$ cat src/design/gamePkg.sv
package gamePkg;

	// Top-level flow of one round and of the whole game
	typedef enum logic [2:0]
	{
		resetWait,
		launch,
		hold,
		rest,
		over
	} gameState;

	// One decimal digit in BCD
	typedef logic [3:0] bcdDigit;

	// Four BCD digits, thousands in the top nibble
	typedef logic [15:0] bcdScore;

	// Two BCD digits of remaining seconds
	typedef logic [7:0] bcdTime;

	// Active-low segments, bit 0 drives segment a
	typedef logic [6:0] segPattern;

	// Which of the four holes holds the mole
	typedef logic [1:0] moleIndex;

	// One bit per key or per LED
	typedef logic [3:0] keyVector;

endpackage

$ cat src/design/timingPkg.sv
package timingPkg;

	// Cycle count inside one second
	typedef logic [15:0] tickCount;

	// Score where the hold window halves
	localparam gamePkg::bcdScore tierOneScore = 16'h0015;

	// Score where the hold window drops to a quarter
	localparam gamePkg::bcdScore tierTwoScore = 16'h0030;

	// Length of one game in seconds
	localparam gamePkg::bcdTime gameSecondsBcd = 8'h45;

	// Start value of the mole position generator
	localparam logic [7:0] lfsrSeed = 8'd1;

endpackage

$ cat src/design/segmentDecoder.sv
`timescale 1ns/100ps

module segmentDecoder
(
	input  gamePkg::bcdDigit digit,
	output gamePkg::segPattern segments
);

	// Active low, segment g in the top bit
	always_comb
	begin
		case (digit)
			4'd0: segments = 7'b1000000;
			4'd1: segments = 7'b1111001;
			4'd2: segments = 7'b0100100;
			4'd3: segments = 7'b0110000;
			4'd4: segments = 7'b0011001;
			4'd5: segments = 7'b0010010;
			4'd6: segments = 7'b0000010;
			4'd7: segments = 7'b1111000;
			4'd8: segments = 7'b0000000;
			4'd9: segments = 7'b0010000;
			// Not a BCD digit so leave it dark
			default: segments = 7'b1111111;
		endcase
	end

endmodule

$ cat src/design/gameControl.sv
`timescale 1ns/100ps

module gameControl
(
	input  logic clock,
	input  logic reset,
	input  logic gameOver,
	input  logic hit,
	input  logic wrong,
	input  logic expired,
	input  logic keysIdle,
	output logic step,
	output logic holdActive
);

	import gamePkg::*;

	gameState state;
	gameState nextState;

	// State register
	// Running out of time beats every other transition
	always_ff @(posedge clock)
	begin
		if (reset)
			state <= resetWait;
		else if (gameOver)
			state <= over;
		else
			state <= nextState;
	end

	// Next state decode
	always_comb
	begin
		nextState = state;
		case (state)
			// Leave reset on the first free cycle
			resetWait:
				nextState = launch;
			// One cycle to pick a new hole
			launch:
				nextState = hold;
			// Mole is up until judged or timed out
			hold:
				if (hit || wrong || expired)
					nextState = rest;
			// Wait for the player to let go of every key
			rest:
				if (keysIdle)
					nextState = launch;
			// Only reset leaves this state
			over:
				nextState = over;
			default:
				nextState = resetWait;
		endcase
	end

	// Moore outputs to the data modules
	assign step = (state == launch);
	assign holdActive = (state == hold);

endmodule

$ cat src/design/holdTimer.sv
`timescale 1ns/100ps

module holdTimer
#(
	parameter timingPkg::tickCount ticksPerSecond = 16'd64
)
(
	input  logic clock,
	input  logic reset,
	input  logic holdActive,
	input  gamePkg::bcdScore score,
	output logic expired
);

	import timingPkg::*;

	tickCount holdCount;
	tickCount holdLimit;

	// Window length by score tier
	// BCD compares like binary since digits keep their order
	assign holdLimit = (score >= tierTwoScore) ? (ticksPerSecond >> 2) :
		(score >= tierOneScore) ? (ticksPerSecond >> 1) : ticksPerSecond;

	// Cycles spent in the current hold
	always_ff @(posedge clock)
	begin
		if (reset || !holdActive)
			holdCount <= '0;
		else
			holdCount <= holdCount + 1'b1;
	end

	// High on the last cycle of the window
	assign expired = holdActive && (holdCount == holdLimit - 1'b1);

endmodule

$ cat src/design/gameClock.sv
`timescale 1ns/100ps

module gameClock
#(
	parameter timingPkg::tickCount ticksPerSecond = 16'd64
)
(
	input  logic clock,
	input  logic reset,
	output gamePkg::bcdTime timeLeft,
	output logic gameOver
);

	import gamePkg::*;
	import timingPkg::*;

	tickCount prescale;
	logic secondTick;
	bcdDigit timeTens;
	bcdDigit timeOnes;

	// Prescaler runs freely from reset
	always_ff @(posedge clock)
	begin
		if (reset || secondTick)
			prescale <= '0;
		else
			prescale <= prescale + 1'b1;
	end

	// One pulse per second
	assign secondTick = (prescale == ticksPerSecond - 1'b1);

	assign timeTens = timeLeft[7:4];
	assign timeOnes = timeLeft[3:0];

	// BCD countdown that parks at 00
	always_ff @(posedge clock)
	begin
		if (reset)
			timeLeft <= gameSecondsBcd;
		else if (secondTick && !gameOver)
		begin
			// Borrow from the tens digit
			if (timeOnes == 4'd0)
				timeLeft <= {timeTens - 4'd1, 4'd9};
			else
				timeLeft <= {timeTens, timeOnes - 4'd1};
		end
	end

	assign gameOver = (timeLeft == 8'h00);

endmodule

$ cat src/design/scoreCounter.sv
`timescale 1ns/100ps

module scoreCounter
(
	input  logic clock,
	input  logic reset,
	input  logic hit,
	input  logic wrong,
	output gamePkg::bcdScore score
);

	import gamePkg::*;

	bcdScore incScore;
	bcdScore decScore;
	bcdDigit digit;
	logic carry;
	logic borrow;

	// Ripple BCD increment and decrement through all four digits
	always_comb
	begin
		incScore = score;
		decScore = score;
		carry = 1'b1;
		borrow = 1'b1;
		for (int i = 0; i < 4; i++)
		begin
			digit = score[4*i +: 4];
			// Up count, 9 wraps to 0 and passes the carry on
			if (carry)
			begin
				incScore[4*i +: 4] = (digit == 4'd9) ? 4'd0 : digit + 4'd1;
				carry = (digit == 4'd9);
			end
			// Down count, 0 wraps to 9 and passes the borrow on
			if (borrow)
			begin
				decScore[4*i +: 4] = (digit == 4'd0) ? 4'd9 : digit - 4'd1;
				borrow = (digit == 4'd0);
			end
		end
	end

	// Score register
	// Saturates at 9999 going up and 0000 going down
	always_ff @(posedge clock)
	begin
		if (reset)
			score <= '0;
		else if (hit && score != 16'h9999)
			score <= incScore;
		else if (wrong && score != 16'h0000)
			score <= decScore;
	end

endmodule

$ cat src/design/moleLocator.sv
`timescale 1ns/100ps

module moleLocator
(
	input  logic clock,
	input  logic reset,
	input  logic step,
	input  logic holdActive,
	input  gamePkg::keyVector keys,
	output logic hit,
	output logic wrong,
	output logic keysIdle,
	output gamePkg::keyVector moleLeds
);

	import gamePkg::*;
	import timingPkg::*;

	logic [7:0] lfsr;
	logic [7:0] lfsrNext;
	moleIndex position;
	keyVector target;

	// Shift with XOR feedback from fixed taps
	assign lfsrNext = {lfsr[6], lfsr[4] ^ lfsr[2], lfsr[4], lfsr[3] ^ lfsr[1],
		lfsr[2] ^ lfsr[7], lfsr[1], lfsr[0] ^ lfsr[4], lfsr[7] ^ lfsr[6]};

	always_ff @(posedge clock)
	begin
		if (reset)
			lfsr <= lfsrSeed;
		else if (step)
			lfsr <= lfsrNext;
	end

	// Position takes the bits from before the shift
	always_ff @(posedge clock)
	begin
		if (step)
			position <= lfsr[3:2];
	end

	// One-hot mask of the hole in play
	assign target = keyVector'(4'b0001 << position);

	// LED only while the mole is up
	assign moleLeds = holdActive ? target : '0;

	// Any stray key counts against the player first
	assign wrong = holdActive && |(keys & ~target);
	assign hit = holdActive && !wrong && |(keys & target);

	// All keys released
	assign keysIdle = (keys == '0);

endmodule

$ cat src/design/whackGame.sv
`timescale 1ns/100ps

module whackGame
#(
	parameter timingPkg::tickCount ticksPerSecond = 16'd64
)
(
	input  logic clock,
	input  logic reset,
	input  gamePkg::keyVector keys,
	output gamePkg::keyVector moleLeds,
	output gamePkg::segPattern timeTensSeg,
	output gamePkg::segPattern timeOnesSeg,
	output gamePkg::segPattern scoreSeg3,
	output gamePkg::segPattern scoreSeg2,
	output gamePkg::segPattern scoreSeg1,
	output gamePkg::segPattern scoreSeg0
);

	import gamePkg::*;

	logic step;
	logic holdActive;
	logic hit;
	logic wrong;
	logic expired;
	logic keysIdle;
	logic gameOver;
	bcdScore score;
	bcdTime timeLeft;

	// Round sequencing
	gameControl i_gameControl (.clock, .reset, .gameOver, .hit, .wrong, .expired,
		.keysIdle, .step, .holdActive);

	// Window shrinks as the score climbs
	holdTimer #(.ticksPerSecond(ticksPerSecond)) i_holdTimer (.clock, .reset,
		.holdActive, .score, .expired);

	gameClock #(.ticksPerSecond(ticksPerSecond)) i_gameClock (.clock, .reset,
		.timeLeft, .gameOver);

	scoreCounter i_scoreCounter (.clock, .reset, .hit, .wrong, .score);

	moleLocator i_moleLocator (.clock, .reset, .step, .holdActive, .keys, .hit,
		.wrong, .keysIdle, .moleLeds);

	// Display digits
	segmentDecoder i_timeTens (.digit(timeLeft[7:4]), .segments(timeTensSeg));
	segmentDecoder i_timeOnes (.digit(timeLeft[3:0]), .segments(timeOnesSeg));
	segmentDecoder i_score3 (.digit(score[15:12]), .segments(scoreSeg3));
	segmentDecoder i_score2 (.digit(score[11:8]), .segments(scoreSeg2));
	segmentDecoder i_score1 (.digit(score[7:4]), .segments(scoreSeg1));
	segmentDecoder i_score0 (.digit(score[3:0]), .segments(scoreSeg0));

endmodule

$ cat config.mk
export PLATFORM = sky130hd
export DESIGN_NAME = whackGame
export DESIGN_NICKNAME = d
export VERILOG_FILES = /design/src/design/gamePkg.sv /design/src/design/timingPkg.sv /design/src/design/segmentDecoder.sv /design/src/design/gameControl.sv /design/src/design/holdTimer.sv /design/src/design/gameClock.sv /design/src/design/scoreCounter.sv /design/src/design/moleLocator.sv /design/src/design/whackGame.sv
export SDC_FILE = /design/constraint.sdc
export NUM_CORES = 1
export LEC_CHECK = 0
export CAP_MARGIN = 25
export CORE_MARGIN = 2
export CORE_UTILIZATION = 25
export DETAILED_ROUTE_END_ITERATION = 6
export DONT_BUFFER_PORTS = 1
export PLACE_DENSITY_LB_ADDON = 0.25
export SLEW_MARGIN = 5
export SYNTH_ARGS = -nofsm -noshare
export SYNTH_HDL_FRONTEND = slang
export SYNTH_HIERARCHICAL = 1
export SYNTH_SLANG_ARGS = --single-unit
$ cat constraint.sdc
create_clock -name clock -period 4.4 [get_ports clock]
set_clock_uncertainty 0.15 [all_clocks]
set_input_delay 0.44 -clock clock [delete_from_list [all_inputs] [get_ports clock]]
set_output_delay 0.44 -clock clock [all_outputs]
set_load 0.02 [all_outputs]
==> flow_summary.yaml <==
sta:
  maxSlewViolCount: 0
  setup_viol: 0
  tns_ps: 0
  fin_crit_sh_pct: 73.2
  worst_slew_pin_slew_ps: 1030
  slew_headroom_pct: 31.3
  rsz0062_at_grt: "false"
  period_needed_ps: 3220
  fmax_mhz: 310
  report.final.hold_viol_count: 0
setup_path:
  cp_data_arrival_time_ps: 3290
  r2r-end: "i_scoreCounter/score[3]"
  cp_max_fo: 18
  critPathRequiredTime_ps: 4470
  cp-start-kind: "flop"
  timing.rr.start: "i_moleLocator/position[1]"
  crit_type: "reg2reg"
  critPathCaptureType: "flop"
  r2r_slack_ps: 1180
  reg2reg_depth: 8
yosys:
  yosysSeqAreaShare_pct: 26.6
  synthXorXnorAreaFrac_pct: 5.91
  synth_area_um2: 5180
  synth_mux_area_share_pct: 1.74
  syn-num-nets: 696
  yosysWarnings: 6
  ys_ff_latch: 68
  synthAdderAreaFrac_pct: 8.21
  synth_async_sr_flop_share_pct: 0
  syn_inst: 656
  synth_cell_type_count: 85
  synth_compound_area_share_pct: 19.7
  synth_top_family_by_area: "simple AND/OR/NAND/NOR gates"
  synth-edff-count: 2
  avgSynthCellArea_um2: 7.90
  synthFlopType: "dfxtp_1"
  synthSimpleGateAreaFrac_pct: 30.8
die:
  rows: 52
  die_height_um: 148
  ioPinCount: 52
  die_w_um: 148
  dieArea_um2: 21900
  start_util_pct: 25.5
  core_area_um2: 20300
placement:
  gp_congestion: 0.773
  hpwl_mm: 7.93
  dpl-instance-area_um2: 5380
  io_buffers: 0
hold_path:
  hp-start: "reset"
  hold_end: "i_scoreCounter/score[9]"
  holdPathStages: 1
  worstHoldPathType: "in2reg"
clock_tree:
  path_clk_slew_ps: 60
  cts_resized: 0
  cts_tree: "built"
  cts_hold_buf: 0
  clkSinkCount: 68
  cts_max_level: 3
  post_cts_buffers: 0
  clockBufferDepth: 2
  root_buffer: "clkbuf_16"
  numCtsBuffers: 9
  insertion_delay_ps: 340
cells_and_area:
  antennaDiodeCount: 0
  drive_gt1_share_pct: 8.67
  nets: 681
  finalInstanceArea_um2: 5700
  area_growth_pct: 9.90
  fillers: 2211
  final_cell_mix: "nor2_1 (90), dfxtp_1 (66), o21ai_0 (58), inv_1 (38), a21oi_1 (36)"
  final_common_cell: "nor2_1"
route:
  wl_per_cell_um: 12.6
  route.met3.wl_um: 524
  postRouteAntennaNets: 0
  met1_length_mm: 5.60
  top_layer_used: "met4"
  via_per_inst: 4.85
  wl_met2_mm: 5.18
  first_pass_iters: 4
  drt-total-wl_mm: 11.5
  drtIter0Drc: 293
  remaining_drc_errors: 0
  vias: 4446
grt:
  grt_use_total_pct: 10.6
  grt_pass1_vias: 3870
  grt_max_degree: 43
  gr-total-overflow: 0
  grt_pass1_wl_mm: 19.1
  antenna_found_initial: 0
power_and_ir_drop:
  seqPwrFrac_pct: 39.2
  vdd_drop_max_mv: 0.147
  power.switching_mw: 0.525
  pwr-share-comb_pct: 18.9
  power.internal_mw: 1.25
  clkPwrFrac_pct: 41.9
  p_leak_nw: 1.86
  netSwitchingFraction_pct: 29.5
  powerDensity_nw_per_um2: 313
  design_power_total_mw: 1.78
job:
  max_cap_violations: 0
run_status:
  status: "finished, final reports clean"
worst max path at each step:
stage,start,endpoint,slack (ps),cells past startpoint
after global routing,i_moleLocator/position[1],i_scoreCounter/score[3],1000,8
after CTS,i_moleLocator/position[1],i_scoreCounter/score[3],1190,8
after global placement,i_moleLocator/position[1],i_scoreCounter/score[10],1280,8
after floorplan,i_moleLocator/position[1],i_scoreCounter/score[11],1490,9
final,i_moleLocator/position[1],i_scoreCounter/score[3],1180,8
after detailed placement,i_moleLocator/position[1],i_scoreCounter/score[3],1230,8
flip-flops by register name, indices dropped and copies added, names as in the netlist:
signal                  cells
i_scoreCounter/score       16
i_gameClock/prescale       16
i_holdTimer/holdCount      16
i_gameControl/state         3
i_gameClock/timeLeft        8
i_moleLocator/lfsr          7
i_moleLocator/position      2
worst max-delay path, stage by stage (launching register included):
cell and delay (ps):
edfxtp_1 480, mux2_1 350, or4b_1 510, a21oi_2 390, buf_4 290, o41ai_4 240
nor4_1 370, o221a_2 270, nor3_1 40
Yosys cell counts (all sizes together), types with 3 or more instances:
cell | instances | share of area, %
nor2 | 90 | 6.5
dfxtp | 66 | 25
o21ai | 59 | 5.9
a21oi | 41 | 4.2
inv | 38 | 2.8
ha | 34 | 8.2
nand2 | 32 | 2.3
xnor2 | 30 | 5.1
nand2b | 23 | 2.8
nor4 | 23 | 3.3
buf | 22 | 3.0
nor3 | 20 | 2.4
nand3 | 18 | 1.8
clkbuf | 13 | 0.94
nand4 | 11 | 1.6
a31oi | 9 | 1.1
or4 | 9 | 1.6
a211oi | 8 | 1.2
or2 | 7 | 0.84
nor2b | 6 | 0.72
or2b | 6 | 0.87
a311oi | 5 | 0.84
and3 | 5 | 0.63
nor3b | 5 | 0.72
o31ai | 5 | 0.82
xor2 | 5 | 0.84
nand4bb | 4 | 0.87
or3 | 4 | 0.48
and4 | 3 | 0.53
mux2 | 3 | 0.65
mux2i | 3 | 0.58
nor4b | 3 | 0.63
o211ai | 3 | 0.43
through the flow:
step / hold slack, ps / instances / util (%) / setup WS (ps)
3_3_place_gp: 318 / 899 / 26.5 / 1280
5_1_grt: 7.74 / 916 / 28.1 / 999
6_report: 22.7 / 916 / 28.1 / 1180
3_5_place_dp: 328 / 899 / 26.5 / 1230
4_1_cts: 3.08 / 915 / 28.0 / 1190
2_1_floorplan: 291 / 656 / - / 1490
routing by layer:
metal / global-route usage [%] / vias to the layer above
met5: 0 / -
met4: 4.62 / 0
met3: 2.93 / 13
met2: 16.9 / 64
met1: 13.4 / 2050
li1: - / 2319
kinds of logic after synthesis:
family,count (synthesis)
and+or+nand+nor,281
AOI/OAI and AO/OA,157
buffers and inverters,74
DFF,68
xor gates and xnor gates,35
adders and majority gates,34
muxes,7
power groups by stage:
stage / Sequential [mW] / Clock [mW] / Combinational, mW
floorplan: 0.688 / 0 / 0.310
detailed placement: 0.710 / 0 / 0.337
global placement: 0.711 / 0 / 0.340
global route: 0.705 / 0.802 / 0.375
CTS: 0.697 / 0.775 / 0.340
finish: 0.698 / 0.746 / 0.336
cell type report:
class | instances | area [um2] | area share, %
Clock buffer | 15 | 278 | 4.88
Clock inverter | 1 | 30.0 | 0.527
Inverter | 39 | 160 | 2.81
Multi-Input combinational cell | 514 | 3440 | 60.4
Sequential cell | 68 | 1380 | 24.2
Tap cell | 270 | 338 | 5.93
Timing Repair Buffer | 9 | 70.1 | 1.23
Note: power is estimated with default switching activity, not from simulation.
